--- config.mk ---
export PLATFORM = sky130hd
export DESIGN_NAME = wfd_trig_top
export DESIGN_NICKNAME = d
export VERILOG_FILES = /design/src/logic/wfd_trig_pkg.sv /design/src/logic/fill_readout.sv /design/src/logic/trig_manager.sv /design/src/logic/trig_num_fifo.sv /design/src/logic/wfd_trig_top.sv
export SDC_FILE = /design/constraint.sdc
export NUM_CORES = 1
export LEC_CHECK = 0
export BUFFER_PORTS_ARGS = -buffer_cell sky130_fd_sc_hd__clkbuf_2
export CAP_MARGIN = 15
export CORE_UTILIZATION = 50
export CTS_CLUSTER_SIZE = 12
export DETAILED_ROUTE_END_ITERATION = 10
export PLACE_DENSITY_LB_ADDON = 0.15
export SYNTH_ARGS = -nofsm -noshare
export SYNTH_HDL_FRONTEND = slang
export SYNTH_SLANG_ARGS = --single-unit
--- constraint.sdc ---
create_clock -name clk125 -period 5.28 [get_ports clk125]
set_input_delay 1.056 -clock clk125 [delete_from_list [all_inputs] [get_ports clk125]]
set_output_delay 1.056 -clock clk125 [all_outputs]
set_load 0.03 [all_outputs]
--- src/logic/wfd_trig_pkg.sv ---
// trigger and readout shared types
`default_nettype none

package wfd_trig_pkg;

    ////////////////////
    // sizes
    localparam int NUM_CHAN   = 5;                   // channel FPGAs on the board
    localparam int TRIG_NUM_W = 24;                  // trigger counter, wraps
    localparam int FIFO_DEPTH = 8;                   // trigger records held
    localparam int FIFO_PTR_W = $clog2(FIFO_DEPTH);
    localparam int CHAN_IDX_W = 3;                   // channel index in a channel word
    localparam int WCNT_W     = 4;                   // word count in the trailer

    localparam logic [7:0] HDR_TAG = 8'hA5;          // top byte of the header word
    localparam logic [7:0] TRL_TAG = 8'h5A;          // top byte of the trailer word

    typedef logic [NUM_CHAN-1:0]   chan_mask_t;      // one bit per channel
    typedef logic [TRIG_NUM_W-1:0] trig_num_t;
    typedef logic [63:0]           daq_word_t;       // one DAQ link word

    // one trigger number FIFO entry
    typedef struct packed {
        trig_num_t  trig_num;
        chan_mask_t chan_en;                         // enables taken at accept time
    } trig_rec_t;

    ////////////////////
    // DAQ word layouts, all 64 bits
    typedef struct packed {
        logic [7:0]                            tag;
        logic [63-8-NUM_CHAN-TRIG_NUM_W:0]     rsvd;
        chan_mask_t                            chan_en;
        trig_num_t                             trig_num;
    } hdr_word_t;

    typedef struct packed {
        logic [7:0]                            tag;  // always zero
        logic [63-8-CHAN_IDX_W-TRIG_NUM_W:0]   rsvd;
        logic [CHAN_IDX_W-1:0]                 chan_idx;
        trig_num_t                             trig_num;
    } chan_word_t;

    typedef struct packed {
        logic [7:0]                            tag;
        logic [63-8-WCNT_W-TRIG_NUM_W:0]       rsvd;
        logic [WCNT_W-1:0]                     word_cnt; // header + channels + trailer
        trig_num_t                             trig_num;
    } trl_word_t;

    typedef enum logic {TM_ARMED, TM_WAIT_DONE} tm_state_t;
    typedef enum logic [1:0] {RO_IDLE, RO_HEADER, RO_CHAN, RO_TRAILER} ro_state_t;

endpackage

`default_nettype wire

--- src/logic/fill_readout.sv ---
// fill readout to the DAQ link
`timescale 1ns/1ps
`default_nettype none

module fill_readout (
    input  wire                          clk125,
    input  wire                          arst_n,
    input  wire                          fifo_valid,
    input  wire wfd_trig_pkg::trig_rec_t fifo_rec,
    input  wire                          daq_ready,
    output logic                         fifo_ready,
    output logic                         daq_valid,
    output logic                         daq_header,   // first word of a fill
    output logic                         daq_trailer,  // last word of a fill
    output wfd_trig_pkg::daq_word_t      daq_data
);
    import wfd_trig_pkg::*;

    ro_state_t             state;
    trig_rec_t             rec_q;        // record of the fill in progress
    logic [CHAN_IDX_W-1:0] chan_idx;     // channel word being sent
    logic [WCNT_W-1:0]     wcnt;         // words accepted so far
    logic [CHAN_IDX_W:0]   nxt;          // msb set when no channel left
    logic                  xfer;
    hdr_word_t             hdr;
    chan_word_t            cw;
    trl_word_t             trl;

    // lowest enabled channel at or above start
    function automatic logic [CHAN_IDX_W:0] find_chan(input chan_mask_t mask, input int start);
        logic [CHAN_IDX_W:0] res;
        res = {1'b1, {CHAN_IDX_W{1'b0}}};
        for (int i = NUM_CHAN - 1; i >= 0; i--) begin
            if (mask[i] && (i >= start)) begin
                res = {1'b0, CHAN_IDX_W'(i)};
            end
        end
        return res;
    endfunction

    assign xfer        = daq_valid & daq_ready;   // word taken by the link
    assign fifo_ready  = (state == RO_IDLE);
    assign daq_valid   = (state != RO_IDLE);
    assign daq_header  = (state == RO_HEADER);
    assign daq_trailer = (state == RO_TRAILER);

    always_comb begin
        nxt = find_chan(rec_q.chan_en, (state == RO_HEADER) ? 0 : int'(chan_idx) + 1);
    end

    ////////////////////
    // sequencing, each step waits for the link
    always_ff @(posedge clk125 or negedge arst_n) begin
        if (!arst_n) begin
            state    <= RO_IDLE;
            chan_idx <= '0;
            wcnt     <= '0;
        end else begin
            case (state)
                RO_IDLE: begin
                    if (fifo_valid) begin
                        state <= RO_HEADER;   // record popped this edge
                        wcnt  <= '0;
                    end
                end
                RO_HEADER, RO_CHAN: begin
                    if (xfer) begin
                        wcnt <= wcnt + 1'b1;
                        if (nxt[CHAN_IDX_W]) begin
                            state <= RO_TRAILER;   // mask exhausted
                        end else begin
                            chan_idx <= nxt[CHAN_IDX_W-1:0];
                            state    <= RO_CHAN;
                        end
                    end
                end
                RO_TRAILER: begin
                    if (xfer) begin
                        state <= RO_IDLE;
                    end
                end
                default: state <= RO_IDLE;
            endcase
        end
    end

    always_ff @(posedge clk125) begin
        if (fifo_ready && fifo_valid) begin
            rec_q <= fifo_rec;
        end
    end

    ////////////////////
    // word packing, only registers feed it so it holds under a stall
    always_comb begin
        hdr = '{tag: HDR_TAG, rsvd: '0, chan_en: rec_q.chan_en, trig_num: rec_q.trig_num};
        cw  = '{tag: '0, rsvd: '0, chan_idx: chan_idx, trig_num: rec_q.trig_num};
        trl = '{tag: TRL_TAG, rsvd: '0, word_cnt: wcnt + 1'b1, trig_num: rec_q.trig_num};
        case (state)
            RO_HEADER:  daq_data = hdr;
            RO_CHAN:    daq_data = cw;
            RO_TRAILER: daq_data = trl;   // count includes the trailer
            default:    daq_data = '0;
        endcase
    end

endmodule

`default_nettype wire

--- src/logic/trig_manager.sv ---
// trigger manager
`timescale 1ns/1ps
`default_nettype none

module trig_manager (
    input  wire                           clk125,
    input  wire                           arst_n,
    input  wire                           ext_trig,   // front panel, async
    input  wire wfd_trig_pkg::chan_mask_t acq_dones,  // from channels, async
    input  wire wfd_trig_pkg::chan_mask_t chan_en,    // static enables
    input  wire                           rec_ready,  // fifo has room
    output wfd_trig_pkg::chan_mask_t      acq_trigs,  // go pulse to channels
    output wfd_trig_pkg::chan_mask_t      trig_arm,
    output logic                          rec_valid,
    output wfd_trig_pkg::trig_rec_t       rec
);
    import wfd_trig_pkg::*;

    ////////////////////
    // synchronizers
    logic       trig_meta;
    logic       trig_sync;
    logic       trig_prev;       // for edge detect
    logic       trig_rise;
    chan_mask_t done_meta;
    chan_mask_t done_sync;

    always_ff @(posedge clk125 or negedge arst_n) begin
        if (!arst_n) begin
            trig_meta <= 1'b0;
            trig_sync <= 1'b0;
            trig_prev <= 1'b0;
            done_meta <= '0;
            done_sync <= '0;
        end else begin
            trig_meta <= ext_trig;   // two flops into clk125
            trig_sync <= trig_meta;
            trig_prev <= trig_sync;
            done_meta <= acq_dones;
            done_sync <= done_meta;
        end
    end

    assign trig_rise = trig_sync & ~trig_prev;

    ////////////////////
    // arm / go / done fsm
    tm_state_t  state;
    trig_num_t  trig_cnt;        // next trigger number
    chan_mask_t en_snap;         // channels we wait on
    chan_mask_t done_low;        // done seen low since go
    logic       accept;
    logic       all_done;

    // only armed, with something enabled and room in the fifo
    assign accept = (state == TM_ARMED) && trig_rise && (chan_en != '0) && rec_ready;

    // a channel counts once its done dropped after go and came back high,
    // a stale done from the previous fill is not enough
    assign all_done = ((done_low & done_sync & en_snap) == en_snap);

    always_ff @(posedge clk125 or negedge arst_n) begin
        if (!arst_n) begin
            state     <= TM_ARMED;
            trig_cnt  <= '0;
            en_snap   <= '0;
            done_low  <= '0;
            acq_trigs <= '0;
            rec_valid <= 1'b0;
        end else begin
            acq_trigs <= accept ? chan_en : '0;   // one cycle go
            rec_valid <= accept;                  // ready known high, taken at once
            case (state)
                TM_ARMED: begin
                    if (accept) begin
                        state    <= TM_WAIT_DONE;
                        en_snap  <= chan_en;
                        done_low <= '0;
                        trig_cnt <= trig_cnt + 1'b1;   // wraps
                    end
                end
                TM_WAIT_DONE: begin
                    done_low <= done_low | ~done_sync;
                    if (all_done) begin
                        state <= TM_ARMED;   // rising edges here were dropped
                    end
                end
            endcase
        end
    end

    // record payload, offered the cycle after accept
    always_ff @(posedge clk125) begin
        if (accept) begin
            rec <= '{trig_num: trig_cnt, chan_en: chan_en};
        end
    end

    assign trig_arm = (state == TM_ARMED) ? chan_en : '0;   // arms channel buffers

endmodule

`default_nettype wire

--- src/logic/trig_num_fifo.sv ---
// trigger number FIFO
`timescale 1ns/1ps
`default_nettype none

module trig_num_fifo (
    input  wire                          clk125,
    input  wire                          arst_n,
    input  wire                          wr_valid,
    input  wire wfd_trig_pkg::trig_rec_t wr_rec,
    input  wire                          rd_ready,
    output logic                         wr_ready,
    output logic                         rd_valid,
    output wfd_trig_pkg::trig_rec_t      rd_rec
);
    import wfd_trig_pkg::*;

    trig_rec_t             mem [FIFO_DEPTH];   // circular buffer
    logic [FIFO_PTR_W-1:0] wr_ptr;
    logic [FIFO_PTR_W-1:0] rd_ptr;
    logic [FIFO_PTR_W:0]   count;              // 0 .. FIFO_DEPTH
    logic                  do_wr;
    logic                  do_rd;

    assign rd_valid = (count != '0);
    // full still takes a write when the reader pops on the same edge
    assign wr_ready = (count != (FIFO_PTR_W + 1)'(FIFO_DEPTH)) || rd_ready;

    assign do_wr = wr_valid & wr_ready;
    assign do_rd = rd_valid & rd_ready;

    always_ff @(posedge clk125 or negedge arst_n) begin
        if (!arst_n) begin
            wr_ptr <= '0;
            rd_ptr <= '0;
            count  <= '0;
        end else begin
            if (do_wr) begin
                wr_ptr <= wr_ptr + 1'b1;   // depth is a power of two
            end
            if (do_rd) begin
                rd_ptr <= rd_ptr + 1'b1;
            end
            case ({do_wr, do_rd})
                2'b10:   count <= count + 1'b1;
                2'b01:   count <= count - 1'b1;
                default: count <= count;   // idle or both
            endcase
        end
    end

    always_ff @(posedge clk125) begin
        if (do_wr) begin
            mem[wr_ptr] <= wr_rec;
        end
    end

    assign rd_rec = mem[rd_ptr];   // readable the edge after the write

endmodule

`default_nettype wire

--- src/logic/wfd_trig_top.sv ---
// master board trigger and readout core
`timescale 1ns/1ps
`default_nettype none

module wfd_trig_top (
    input  wire                           clk125,      // system clock
    input  wire                           arst_n,
    input  wire                           ext_trig,    // front panel trigger, async
    input  wire wfd_trig_pkg::chan_mask_t acq_dones,   // channel done lines, async
    input  wire wfd_trig_pkg::chan_mask_t chan_en,     // enabled channels
    input  wire                           daq_ready,   // from DAQ link
    output wfd_trig_pkg::chan_mask_t      acq_trigs,   // go to channel FPGAs
    output wfd_trig_pkg::chan_mask_t      trig_arm,
    output logic                          daq_valid,
    output logic                          daq_header,
    output logic                          daq_trailer,
    output wfd_trig_pkg::daq_word_t       daq_data
);
    import wfd_trig_pkg::*;

    ////////////////////
    // chain wires
    logic      rec_valid;    // tm -> fifo
    logic      rec_ready;
    trig_rec_t rec;
    logic      fifo_valid;   // fifo -> readout
    logic      fifo_ready;
    trig_rec_t fifo_rec;

    trig_manager tm (
        .clk125    (clk125),
        .arst_n    (arst_n),
        .ext_trig  (ext_trig),
        .acq_dones (acq_dones),
        .chan_en   (chan_en),
        .rec_ready (rec_ready),
        .acq_trigs (acq_trigs),
        .trig_arm  (trig_arm),
        .rec_valid (rec_valid),
        .rec       (rec)
    );

    trig_num_fifo trig_num_fifo (
        .clk125   (clk125),
        .arst_n   (arst_n),
        .wr_valid (rec_valid),
        .wr_rec   (rec),
        .rd_ready (fifo_ready),
        .wr_ready (rec_ready),
        .rd_valid (fifo_valid),
        .rd_rec   (fifo_rec)
    );

    fill_readout readout (
        .clk125      (clk125),
        .arst_n      (arst_n),
        .fifo_valid  (fifo_valid),
        .fifo_rec    (fifo_rec),
        .daq_ready   (daq_ready),
        .fifo_ready  (fifo_ready),
        .daq_valid   (daq_valid),
        .daq_header  (daq_header),
        .daq_trailer (daq_trailer),
        .daq_data    (daq_data)
    );

endmodule

`default_nettype wire

# --- Word level (Yosys, flattened, before mapping) ---
# Memories as Yosys holds them, arrays and structs flattened. A register that Yosys moved wholly into a read port is not among the register bits.
# Cells that the tools add are included.
totals:
  mem_count: 1
  out_inout_bits: 77
  ram_bits: 232
  word_cells: 100
  input_bits: 14
  regBits: 102
memory_table:
  columns: ["name", "depth", "word_bits", "rd", "rd_clocked_by_memory_dff", "write_ports", "line", "rtl"]
  rows:
  - ["trig_num_fifo.mem", 8, 29, 1, 1, 1, "trig_num_fifo.sv:17", "trig_rec_t mem [FIFO_DEPTH];"]
classes:
  eq_ne: 11
  mux: 25
  n_reduce_logical: 21
  n_lt_le_gt_ge: 5
  n_addsub: 7
  bitwise: 11
op_table:
  columns: ["cell", "n"]
  rows:
  - ["$pmux 64 s3", 1]
  - ["$ge 3x32->1 const A", 2]
  - ["$ge 1x32->1 const A", 1]
  - ["$ge 2x32->1 const A", 1]
  - ["$ge 4x32->1 const A", 1]
  - ["$mux 32", 1]
  - ["$mux 4", 7]
  - ["$add 24x1->24 const B", 1]
  - ["$pmux 4 s2", 2]
  - ["$mux 5", 3]
  - ["$and 5x5->5", 2]
  - ["$pmux 5 s2", 1]
  - ["$logic_and 1x1->1", 9]
  - ["$reduce_and 3->1", 3]
  - ["$add 4x1->4 const B", 2]
  - ["$ne 2x1->1 const B", 4]
  - ["$add 3x1->3 const B", 2]
  - ["$eq 2x2->1 const B", 3]
  - ["$mux 2", 3]
  - ["$pmux 2 s3", 1]
  - ["$reduce_bool 2->1", 3]
  - ["$eq 5x5->1", 1]
  - ["$mux 1", 5]
  - ["$not 5->5", 1]
  - ["14 further kinds", 20]

# --- Depth between registers and ports, before layout ---
# Gate-level depths: netlist of the first run.
depth:
  ltp_word: 12
  depth_mapped: 14
  ltp_nobuf: 13

# --- Modules after synthesis ---
# A second synthesis of the first run with hierarchy kept.
hier_totals:
  cells_unflattened: 785
  hier_area_um2: 14457.6
by_module_without_submodules:
  columns: ["module", "cells_each", "n_inst", "area_per_inst_um2"]
  rows:
  - ["trig_num_fifo", 401, 1, 9401.5]
  - ["trig_manager", 203, 1, 2994.1]
  - ["fill_readout", 181, 1, 2062.0]

# --- Worst setup path after synthesis of the first run ---
# OpenSTA, ideal clock, no wires.
synth_timing:
  path_type: "flip-flop to flip-flop"
  start: "reg readout.state[1]"
  end: "mem trig_num_fifo.mem[0][0] (netlist bit) (enable)"
  required_time_ns: 4.829
  stages_incl_launch_ff: 9
  n_path_buf: 1
  arrival_ns: 3.561
  path_slack_ns: 1.268
  cell_sequence: "dfrtp_1 -> inv_1 -> ha_1 -> clkbuf_2 -> inv_1 -> and3_1 -> nor2b_1 -> nand2b_1 -> nor3_1"
synth_via:
  elab_chain_cells: 5
synth_rtl:
  columns: ["item", "line", "rtl"]
  rows:
  - ["start, declared", "fill_readout.sv:19", "ro_state_t state;"]
  - ["start signal, assigned", "fill_readout.sv:55", "state <= RO_IDLE;"]
  - ["start signal, assigned", "fill_readout.sv:62", "state <= RO_HEADER;"]
  - ["start signal, assigned", "fill_readout.sv:70", "state <= RO_TRAILER;"]
  - ["$logic_not 2->1", "fill_readout.sv:42", "assign fifo_ready = (state == RO_IDLE);"]
  - ["$logic_or 1x1->1", "trig_num_fifo.sv:26", "assign wr_ready = (count != (FIFO_PTR_W + 1)'(FIFO_DEPTH)) || rd_ready;"]
  - ["$and 1x1->1", "trig_num_fifo.sv:28", "assign do_wr = wr_valid & wr_ready;"]
  - ["$mux 1", "trig_num_fifo.sv:52", "if (do_wr) begin"]
  - ["$mux 1 (not written as such)", "trig_num_fifo.sv:53", "mem[wr_ptr] <= wr_rec;"]
  - ["end, declared", "trig_num_fifo.sv:17", null]
# Every way passes these cells.

# --- Worst setup path after layout of the first run ---
layout_timing:
  start: "reg readout.state[0]"
  end: "out daq_data[13]"
layout_via:
  elab_chain_cells: 2
  word_cells_on_any_way: 4
  cone_classes: "eq/ne (3); mux (1)"
layout_rtl:
  columns: ["item", "line", "rtl"]
  rows:
  - ["$eq 2x2->1 or $eq 2x1->1 (tied branches)", "fill_readout.sv:99", "case (state)"]
  - ["$pmux 64 s3 *", "fill_readout.sv:99", null]
  - ["end, declared", "wfd_trig_top.sv:17", "output wfd_trig_pkg::daq_word_t daq_data"]
# Mark *: on every way between the ends. The rest lies on a longest branch, timed or not.

==> results by group, run 1 <==
Timing
  – Total negative slack: 0 ns
  – Unrepaired setup endpoints after global routing: no
  – Rel. slew slack: 32.9%
  – F_max: 0.291 GHz
  – Final Cycle Share: between 60 and 70%
  – Final count of pins violating max slew: 0
  – Worst-Margin Slew: 0.998 ns
  – Crit path time final: 3.44 ns
  – Setup Skew: around 0.017 ns
  – Setup violators final: 0
  – Final Hold Violating Endpoints: 0
  – Min Hold Slack: 0.346 ns

Synth
  – Post-synthesis xor/xnor area fraction: slightly above 2%
  – Post-Synth Simple-Gate Area: 5.62%
  – Synth cell count leaders: edfxtp_1 (290), dfrtp_1 (73), mux4_2 (58), mux2_2 (36)
  – Sequential area share after synthesis: 73.9%
  – Post-Synth Adder-Cell Area: around 1.3%
  – Cell Area, Synth: 0.0143 mm^2
  – Synth Instances: ~780
  – Compound-Gate Fraction of Synth Area: under 10%
  – Synth Area per Inst: 18.3 um^2
  – Mux contribution to synthesized area: 12.0%
  – Main synth FF type: edfxtp_1
  – Largest family of logic cells by synthesized area: multiplexers
  – Synth cell types: 49
  – Largest cells by area after synthesis: edfxtp_1 (61%), dfrtp_1 (13%), mux4_2 (9.2%)
  – YS warnings: 0
  – Yosys reg bits: 363
  – Post-synthesis async set-or-reset flop share: 20.1%
  – Synth top area share: 61.1%
  – Most frequent cell after synthesis: edfxtp_1
  – Post-synth EDFFs: 290
  – Synth area leader: edfxtp_1

GRT
  – M1 GR Usage: 25.5%
  – Grt met2 use: approximately a third
  – First-pass GRT wire length: around 42 mm
  – Vias in the first global route: slightly above 7,000
  – Global-route layer with the greatest usage: met2
  – Grt ovf: 0
  – Pin count of the biggest net entering global routing: 74
  – Antenna violations before repair: 1
  – Met3 usage: slightly below 3%
  – Total Routing Usage GR: 19.4%

Setup path
  – Critical path class: reg2out
  – CP max stage delay: 0.49 ns
  – Critical Path End Type: output pin
  – Crit path cell chain: ha_1, nor3_1, nor2_2, buf_4, and2_1, clkbuf_2
  – Internal reg-to-reg setup slack: 2.04 ns
  – Crit path launch type: flop
  – Reg2reg path depth: 8
  – FF-to-FF Start: readout.state[1]$_DFFE_PN0P_
  – Arr. time, crit path: 2.39 ns
  – Worst-path fanout max: 24
  – Worst path required time: between 4 and 5 ns
  – Slowest cell on the critical path: ha_1
  – Critical R2R Capture: trig_num_fifo.mem[7][17]$_DFFE_PP_

Cells and area
  – N_diodes: 0
  – Nets@finish: 890
  – Share of cells above drive strength 1: approximately 27%
  – Final Non-Filler Cells: between 1,000 and 1,500
  – Post-route cell area: 0.0162 mm^2
  – Area grow syn2layout: 13.3%

Clock network
  – Max clock buf depth: 3
  – CTS resizes: 0
  – CTS tree: yes
  – Clock-pin slew on the worst setup and hold paths: ~0.050 ns
  – Hold_buf cts: 0
  – Sink Count: about 360
  – Clk root buf: clkbuf_16
  – Cts bufs inserted: 39
  – H-Tree Depth: 2
  – Setup bufs post-CTS: 0
  – Clk Latency, worst-skew pair: 0.52 ns

Floorplanning
  – IO Pins: 91
  – Site Rows: 61
  – Die W: 171 um
  – Starting Density: 51.0%
  – CORE AREA: about 0.028 mm^2
  – Die Y-Extent: 171 um
  – Die area: 0.0292 mm^2

Drt
  – Drt wl/cell: 21.4 um
  – Antenna Violating Nets Remaining: 0
  – Final WL: 27.1 mm
  – Detailed-route DRC error count: 0
  – Drt pass-1 iters: 5
  – Vias: 7,021
  – Initial DRC Count: 604
  – Vias per inst: 5.54

Placement
  – Placed Area: 0.0150 mm^2
  – Placed Instances: approximately 1,200
  – DPL Wire Length: 16.2 mm
  – Port bufs: 63
  – GP Congestion: 0.772

Min path
  – HP Class: reg2reg
  – Worst Hold Endpoint: tm.done_sync[3]$_DFF_PN0_
  – Hold Crit Start: tm.done_meta[3]$_DFF_PN0_
  – WHS Path Cells: 0

Run
  – MaxCap Viol Count: 0

Power and ir drop
  – Peak VDD IR: 322 uV
  – Leak pwr: 5.78 nW
  – PwrDens: between 500 and 600 mW/mm^2

Status
  – Run status: completed
-- where the power goes --
part           internal (W)  total [W]  switching (W)
Sequential          0.00357    0.00410       0.000528
Combinational       0.00106    0.00236        0.00130
Clock               0.00151    0.00252        0.00101
Total               0.00614    0.00898        0.00284
-- per-stage QoR --
stage | utilization, % | setup WS [ns] | power (W)
global route | 57.8 | 1.65 | 0.00939
floorplan | - | 1.27 | 0.00583
finish | 57.8 | 1.84 | 0.00898
detailed placement | 53.6 | 2.04 | 0.00654
global placement | 53.6 | 2.22 | 0.00645
CTS | 57.8 | 1.82 | 0.00907
-- metal layers --
| metal | part of all wire (%) | vias to the layer above |
|---|---|---|
| met5 | 0 | - |
| met4 | 2.5 | 0 |
| met3 | 4.6 | 47 |
| met2 | 51 | 207 |
| met1 | 42 | 3669 |
| li1 | - | 3098 |
-- flip-flops by register name (all words and copies together), names as in the netlist, 2 cells and up --
signal	cells
readout.cw	24
trig_num_fifo.count	4
tm.rec	29
readout.state	2
tm.done_low	5
tm.done_sync	5
trig_num_fifo.wr_ptr	3
tm.trig_cnt	24
trig_num_fifo.mem	232
readout.chan_idx	3
tm.done_meta	5
tm.en_snap	5
tm.acq_trigs	5
readout.wcnt	4
readout.hdr	5
trig_num_fifo.rd_ptr	3
-- cell families (layout without fill, tap and decap cells) --
kind of cell               Yosys count  in the layout
and+or+nand+nor                    152            152
AOI/OAI and AO/OA                   41             41
DFF                                363            363
muxes                               94             94
xor gates and xnor gates            33             33
buffers and inverters               79            165
other                                1             27
adders and majority gates           14             14
-- worst max path at each step --
stage	start	to	depth (start not counted)
finish	readout.state[0]$_DFFE_PN0P_	daq_data[13]	6
global route	readout.state[0]$_DFFE_PN0P_	daq_data[23]	6
CTS	readout.state[0]$_DFFE_PN0P_	daq_data[13]	6
detailed placement	readout.state[1]$_DFFE_PN0P_	trig_num_fifo.mem[7][22]$_DFFE_PP_	8
global placement	readout.state[1]$_DFFE_PN0P_	trig_num_fifo.mem[7][18]$_DFFE_PP_	8
floorplan	readout.state[1]$_DFFE_PN0P_	trig_num_fifo.mem[0][0]$_DFFE_PP_	8
-- layout make-up --
class                   instances  area (um^2)
multi-input cells             361         3420
well taps                     378          473
clock inverters                 9         63.8
inverters                      17         63.8
repair buffers                 80          470
flip-flops and latches        363        10500
clock buffers                  59         1120
fillers                      2118        11800
-- cells in the final DEF (no fill, tap or decap), types with 11 or more instances in the layout --
master,netlist,layout
inv_1,17,17
nand3_1,11,11
and2_1,30,30
a21oi_1,11,11
buf_4,35,16
mux2_2,36,36
ha_1,13,13
nand2_1,30,30
mux4_2,58,58
dfrtp_1,73,70
nor2_1,35,27
xnor2_1,20,20
xor2_1,13,13
conb_1,1,27
clkbuf_16,0,41
edfxtp_1,290,290
clkbuf_1,17,15
clkbuf_2,1,62
-- critical path, delay by kind of cell (launching register included) --
kind / cells / cell delay (ns)
flops: 1 / 0.43
fa+ha+maj: 1 / 0.49
buf+inv: 2 / 0.52
simple gates: 3 / 0.43
Note: power is estimated with default switching activity, not from simulation.
==> run 2, diff against run 1 <==
--- a/config.mk
+++ b/config.mk
@@ -5,6 +5,7 @@
 export SDC_FILE = /design/constraint.sdc
 export NUM_CORES = 1
 export LEC_CHECK = 0
+export ABC_AREA = 1
 export BUFFER_PORTS_ARGS = -buffer_cell sky130_fd_sc_hd__clkbuf_2
 export CAP_MARGIN = 15
 export CORE_UTILIZATION = 50
==> constraint.sdc (replaced) <==
create_clock -name clk125 -period 2.95 [get_ports clk125]
set_input_delay 0.59 -clock clk125 [delete_from_list [all_inputs] [get_ports clk125]]
set_output_delay 0.59 -clock clk125 [all_outputs]
set_load 0.03 [all_outputs]
==> results by group, run 2 <==
Cells and area
  – Post-route cell area: 0.0170 mm^2 (was 0.0162 mm^2)
  – Post-layout util: 58.6% (was 57.8%)
  – Final Non-Filler Cells: 1,740 (was 1,267)
  – Most frequent cells in the layout: edfxtp_1 (290), nand2_1 (256), nor2_1 (229) (was edfxtp_1 (290), dfrtp_1 (70), clkbuf_2 (62))
  – Top Registers: trig_num_fifo.mem: 232 flops, tm.rec: 29 flops (unchanged)
  – Share of cells above drive strength 1: 12.7% (was 27.0%)
  – Nets@finish: 1,358 (was 890)
  – Area grow syn2layout: 14.2% (was 13.3%)
  – N_diodes: 0 (unchanged)
  – Top reg by flops: trig_num_fifo.mem (unchanged)
  – Commonest non-fill, non-tap cell in the layout: edfxtp_1 (unchanged)
  – Flip-flop count of the largest register after layout: 232 (unchanged)

Drt
  – Drt pass-1 iters: 5 (unchanged)
  – Antenna Violating Nets Remaining: 0 (unchanged)
  – Initial DRC Count: 742 (was 604)
  – Drt wl/cell: 17.6 um (was 21.4 um)
  – Final WL: 30.7 mm (was 27.1 mm)
  – Vias: 9,148 (was 7,021)
  – Detailed-route DRC error count: 0 (unchanged)
  – Vias per inst: 5.26 (was 5.54)

Clock network
  – Clk root buf: clkbuf_16 (unchanged)
  – Max clock buf depth: 3 (unchanged)
  – Sink Count: 363 (unchanged)
  – Cts bufs inserted: 39 (unchanged)
  – CTS tree: yes (unchanged)
  – Hold_buf cts: 0 (unchanged)
  – Clk Latency, worst-skew pair: 0.52 ns (about the same)
  – Clock-pin slew on the worst setup and hold paths: 0.06 ns (was 0.05 ns)
  – H-Tree Depth: 2 (unchanged)

Placement
  – Placed Area: 0.0157 mm^2 (was 0.0150 mm^2)
  – Worst slack, placed: 0.364 ns (was 2.04 ns)
  – DPL Wire Length: 17.4 mm (was 16.2 mm)
  – Placed Instances: 1,671 (was 1,199)
  – GP Congestion: 0.841 (was 0.772)
  – Port bufs: 63 (unchanged)

Synth
  – Largest cells by area after synthesis: edfxtp_1 (58%), dfrtp_1 (12%), nand2_1 (6.5%) (was edfxtp_1 (61%), dfrtp_1 (13%), mux4_2 (9.2%))
  – Yosys reg bits: 363 (unchanged)
  – Post-synth EDFFs: 290 (unchanged)
  – Synth cell count leaders: edfxtp_1 (290), nand2_1 (256), nor2_1 (237), o21ai_0 (82) (was edfxtp_1 (290), dfrtp_1 (73), mux4_2 (58), mux2_2 (36))
  – YS warnings: 0 (unchanged)
  – Sequential area share after synthesis: 70.7% (was 73.9%)
  – Cell Area, Synth: 0.0149 mm^2 (was 0.0143 mm^2)
  – Synth area leader: edfxtp_1 (unchanged)
  – Synth top area share: 58.5% (was 61.1%)
  – Most frequent cell after synthesis: edfxtp_1 (unchanged)
  – Synth cell types: 35 (was 49)
  – Synth Area per Inst: 11.8 um^2 (was 18.3 um^2)
  – Synth Instances: 1,257 (was 777)
  – Main synth FF type: edfxtp_1 (unchanged)
  – Post-synthesis async set-or-reset flop share: 20.1% (unchanged)

GRT
  – First-pass GRT wire length: 48.3 mm (was 41.7 mm)
  – Total Routing Usage GR: 20.5% (was 19.4%)
  – Grt ovf: 0 (unchanged)
  – Antenna violations before repair: 0 (was 1)
  – Pin count of the biggest net entering global routing: 119 (was 74)
  – Vias in the first global route: 8,854 (was 7,272)

Floorplanning
  – IO Pins: 91 (unchanged)
  – Die Y-Extent: 175 um (was 171 um)
  – CORE AREA: 0.0290 mm^2 (was 0.0279 mm^2)
  – Starting Density: 51.3% (was 51.0%)
  – Die area: 0.0305 mm^2 (was 0.0292 mm^2)
  – Site Rows: 62 (was 61)
  – Die W: 175 um (was 171 um)

Power and ir drop
  – Leak pwr: 6.69 nW (was 5.78 nW)
  – Overall power: 0.0172 W (was 0.00898 W)
  – Peak VDD IR: 689 uV (was 322 uV)
  – PwrDens: 1010 mW/mm^2 (was 556 mW/mm^2)

Timing
  – Final Hold Violating Endpoints: 0 (unchanged)
  – Rel. slew slack: 53.3% (was 32.9%)
  – Setup violators final: 0 (unchanged)
  – Setup Skew: 0.0158 ns (was 0.0170 ns)
  – PnR worst setup slack: 0.160 ns (was 1.84 ns)
  – Worst-Margin Slew: 0.700 ns (was 0.998 ns)
  – Final count of pins violating max slew: 0 (unchanged)
  – Final Cycle Share: 94.6%
  – F_max: 0.358 GHz
  – Crit path time final: 2.79 ns
  – Unrepaired setup endpoints after global routing: no (unchanged)

Setup path
  – Worst-path fanout max: 20 (was 24)
  – Crit path launch type: flop (unchanged)
  – Internal reg-to-reg setup slack: 0.30 ns (was 2.04 ns)
  – Critical path class: reg2out (unchanged)
  – Critical Path End Type: output pin (unchanged)
  – Arr. time, crit path: 2.20 ns (was 2.39 ns)
  – Worst path required time: 2.36 ns (was 4.22 ns)

Run
  – MaxCap Viol Count: 0 (unchanged)

Min path
  – HP Class: in2async (was reg2reg)

Status
  – Run status: completed (unchanged)
[run 2: per-stage QoR]
| step | setup TNS, ns | hold slack [ns] |
|---|---|---|
| 3_3_place_gp | 0 | 0.332 |
| 5_1_grt | 0 | 0.161 |
| 6_report | 0 | 0.119 |
| 3_5_place_dp | 0 | 0.336 |
| 4_1_cts | 0 | 0.130 |
| 2_1_floorplan | -17.27 | 0.294 |
[run 2: final cells by class]
cell class / instances / area [um^2]
clock buffer: 58 / 1140
clock inverter: 9 / 143
fill: 2370 / 12000
inverter: 75 / 283
multi-input combinational: 760 / 3750
sequential: 363 / 10500
tap: 384 / 480
timing repair buffer: 91 / 678
[run 2: what timing repair did]
action,in CTS,in global routing
pin swaps,0,1
resized for setup,1,2
setup buffers,0,2
endpoints found under the setup margin,20,20
[run 2: layer usage]
metal / up-vias / GRT usage, % / wire length, um
met5: - / 0 / 0
met2: 270 / 33.4 / 14500
met1: 4427 / 29.0 / 13900
met4: 0 / 5.62 / 515
li1: 4408 / - / -
met3: 43 / 3.11 / 1800
[run 2: path summary, 6_finish.rpt]
kind                                                   start                            endpoint  cells past startpoint
max in group asynchronous                             arst_n         tm.trig_cnt[21]$_DFFE_PN0P_                      2
worst max register to register  readout.state[1]$_DFFE_PN0P_  trig_num_fifo.count[3]$_DFFE_PN0P_                     11
min in group clk125                             acq_dones[1]           tm.done_meta[1]$_DFF_PN0_                      1
worst min-delay path                                  arst_n           tm.acq_trigs[2]$_DFF_PN0_                      1
worst min register to register     tm.done_meta[3]$_DFF_PN0_           tm.done_sync[3]$_DFF_PN0_                      0
worst max-delay path            readout.state[1]$_DFFE_PN0P_                        daq_data[13]                      8
[run 2: kinds of logic after synthesis]
group / share of synthesized area (%)
AOI/OAI and AO/OA: 6.69
DFF: 70.7
and+or+nand+nor: 14.5
buffers and inverters: 5.23
adders and majority gates: 1.23
other: 0.0252
muxes: 0.0756
xor gates and xnor gates: 1.53
[run 2: critical path: stages (launching register included)]
cell      delay [ns]
dfrtp_1         0.40
inv_1           0.14
ha_2            0.26
inv_1           0.16
a21oi_4         0.21
buf_12          0.18
nand2_1         0.07
inv_1           0.05
clkbuf_2        0.19
[run 2: power by group]
part	internal [W]	switching (W)
Clock	0.00301	0.00186
Combinational	0.00169	0.00383
Sequential	0.00641	0.000441
Total	0.0111	0.00613
==> run 3, diff against run 2 <==
==> constraint.sdc (replaced) <==
create_clock -name clk125 -period 2.7 [get_ports clk125]
set_input_delay 0.54 -clock clk125 [delete_from_list [all_inputs] [get_ports clk125]]
set_output_delay 0.54 -clock clk125 [all_outputs]
set_load 0.03 [all_outputs]
==> results by group, run 3 (synthesis gave the netlist of run 2 again) <==
Status
  – Run status: completed (unchanged)

Floorplanning
  – IO Pins: 91 (unchanged)
  – Die area: 0.0305 mm^2 (unchanged)
  – Starting Density: 51.3% (unchanged)
  – CORE AREA: 0.0290 mm^2 (unchanged)
  – Site Rows: 62 (unchanged)
  – Die W: 175 um (unchanged)
  – Die Y-Extent: 175 um (unchanged)

Power and ir drop
  – PwrDens: 1110 mW/mm^2 (was 1010 mW/mm^2)
  – Part of the power in combinational logic: 33.7% (was 32.0%)
  – Internal power: 0.0121 W (was 0.0111 W)
  – Clock network power share: 26.3% (was 28.2%)
  – Seq pwr share: 40.1% (was 39.8%)
  – Sw Ratio: 36.1% (was 35.6%)
  – Peak VDD IR: 562 uV (was 689 uV)
  – NetSw: 0.00681 W (was 0.00613 W)
  – Leak pwr: 6.68 nW (was 6.69 nW)

Cells and area
  – Nets@finish: 1,360 (was 1,358)
  – Fill cells: 2,377 (was 2,370)
  – Flip-flop count of the largest register after layout: 232 (unchanged)
  – Top Registers: trig_num_fifo.mem: 232 flops, tm.rec: 29 flops (unchanged)
  – Commonest non-fill, non-tap cell in the layout: edfxtp_1 (unchanged)
  – Multi-input logic area: 0.00377 mm^2 (was 0.00375 mm^2)
  – Final Non-Filler Cells: 1,747 (was 1,740)
  – Area grow syn2layout: 14.7% (was 14.2%)
  – Most frequent cells in the layout: edfxtp_1 (290), nand2_1 (256), nor2_1 (228) (was edfxtp_1 (290), nand2_1 (256), nor2_1 (229))
  – Top reg by flops: trig_num_fifo.mem (unchanged)
  – N_diodes: 0 (unchanged)
  – FF/Latch Area: 0.0105 mm^2 (about the same)
  – Share of cells above drive strength 1: 13.1% (was 12.7%)

Clock network
  – Clk root buf: clkbuf_16 (unchanged)
  – Max clock buf depth: 3 (unchanged)
  – Hold_buf cts: 0 (unchanged)
  – Clock-pin slew on the worst setup and hold paths: 0.06 ns (about the same)
  – Sink Count: 363 (unchanged)
  – Cts bufs inserted: 39 (unchanged)
  – Clk Latency, worst-skew pair: 0.52 ns (about the same)
  – H-Tree Depth: 2 (unchanged)
  – CTS tree: yes (unchanged)

Placement
  – DPL Wire Length: 17.1 mm (was 17.4 mm)
  – GP Congestion: 0.844 (was 0.841)
  – Placed Instances: 1,669 (was 1,671)
  – Worst slack, placed: 0.242 ns (was 0.364 ns)
  – Port bufs: 63 (unchanged)

Timing
  – Total negative slack: 0 ns (unchanged)
  – Unrepaired setup endpoints after global routing: no (unchanged)
  – F_max: between 0.3 and 0.4 GHz
  – Final Cycle Share: 96.8%
  – Setup violators final: 0 (unchanged)
  – PnR worst setup slack: 0.0860 ns (was 0.160 ns)
  – Rel. slew slack: 43.8% (was 53.3%)
  – Setup Skew: 0.0112 ns (was 0.0158 ns)
  – Final Hold Violating Endpoints: 0 (unchanged)
  – Final count of pins violating max slew: 0 (unchanged)
  – Worst-Margin Slew: 0.843 ns (was 0.700 ns)
  – Crit path time final: 2.61 ns

Setup path
  – Critical path class: reg2out (unchanged)
  – Critical Path End Type: output pin (unchanged)
  – Crit path launch type: flop (unchanged)
  – Worst-path fanout max: 10 (was 20)
  – Worst path required time: 2.16 ns (was 2.36 ns)
  – Arr. time, crit path: 2.07 ns (was 2.20 ns)

GRT
  – Total Routing Usage GR: 20.7% (was 20.5%)
  – Antenna violations before repair: 0 (unchanged)
  – Grt ovf: 0 (unchanged)
  – Pin count of the biggest net entering global routing: 86 (was 119)
  – Vias in the first global route: 8,758 (was 8,854)
  – First-pass GRT wire length: 48.2 mm (was 48.3 mm)

Drt
  – Drt pass-1 iters: 5 (unchanged)
  – Vias: 9,075 (was 9,148)
  – Detailed-route DRC error count: 0 (unchanged)
  – Antenna Violating Nets Remaining: 0 (unchanged)
  – Drt wl/cell: 17.6 um (about the same)
  – Final WL: 30.8 mm (was 30.7 mm)
  – Initial DRC Count: 731 (was 742)
  – Vias per inst: 5.19 (was 5.26)

Min path
  – HP Class: in2async (unchanged)

Run
  – MaxCap Viol Count: 0 (unchanged)
-- run 3: area by class of cell --
class / instances / area share (%)
sequential: 363 / 61.7
multi-input combinational: 760 / 22.1
clock buffer: 58 / 6.42
timing repair buffer: 93 / 4.75
tap: 384 / 2.81
inverter: 75 / 1.68
clock inverter: 14 / 0.571
-- run 3: metal layers --
| metal | vias up | share of wire, % | global-route usage (%) |
|---|---|---|---|
| met4 | 0 | 2.0 | 6.01 |
| met2 | 227 | 48 | 34.3 |
| met5 | - | 0 | 0 |
| met3 | 55 | 4.8 | 2.96 |
| li1 | 4417 | - | - |
| met1 | 4376 | 45 | 28.8 |
-- run 3: path summary, 6_finish.rpt --
check	start	to	slack [ns]	cells after the start
setup / recovery	readout.state[0]$_DFFE_PN0P_	daq_data[11]	0.09	9
hold / removal	arst_n	tm.done_meta[0]$_DFF_PN0_	0.12	1
setup reg to reg	readout.state[0]$_DFFE_PN0P_	trig_num_fifo.count[3]$_DFFE_PN0P_	0.31	11
hold reg to reg	tm.trig_meta$_DFF_PN0_	tm.trig_sync$_DFF_PN0_	0.35	0
max in group asynchronous	arst_n	tm.trig_cnt[11]$_DFFE_PN0P_	1.87	2
min in group clk125	acq_dones[2]	tm.done_meta[2]$_DFF_PN0_	0.12	1
-- run 3: power by group through the flow --
stage	clock network [W]	registers [W]	logic (W)
after floorplan	0	0.00743	0.00441
after global placement	0	0.00765	0.00587
after detailed placement	0	0.00767	0.00596
after CTS	0.00507	0.00756	0.00640
after global routing	0.00528	0.00765	0.00702
final	0.00496	0.00757	0.00636
-- run 3: timing repair --
action                                  4_1_cts  5_1_grt
cloned                                        1        0
buffers inserted                              4        1
endpoints found under the setup margin       24       20
pin swaps                                     1        1
gates resized for setup                      27       20
-- run 3: critical path, cell delays in order (launching register included) --
cell      delay [ns]
dfrtp_2         0.38
inv_1           0.06
ha_2            0.21
buf_4           0.16
a21oi_4         0.19
buf_12          0.15
buf_16          0.13
nand2_1         0.05
inv_1           0.04
clkbuf_4        0.17
-- run 3: through the flow --
step           total power (W)  utilization, %  cell area, um^2  hold slack (ns)
6_report                0.0189            58.9            17100            0.118
5_1_grt                 0.0199            58.9            17100            0.100
4_1_cts                 0.0190            58.8            17100           0.0960
3_5_place_dp            0.0136            54.2            15700            0.335
3_3_place_gp            0.0135            54.2            15700            0.332
2_1_floorplan           0.0118               -            15000            0.244
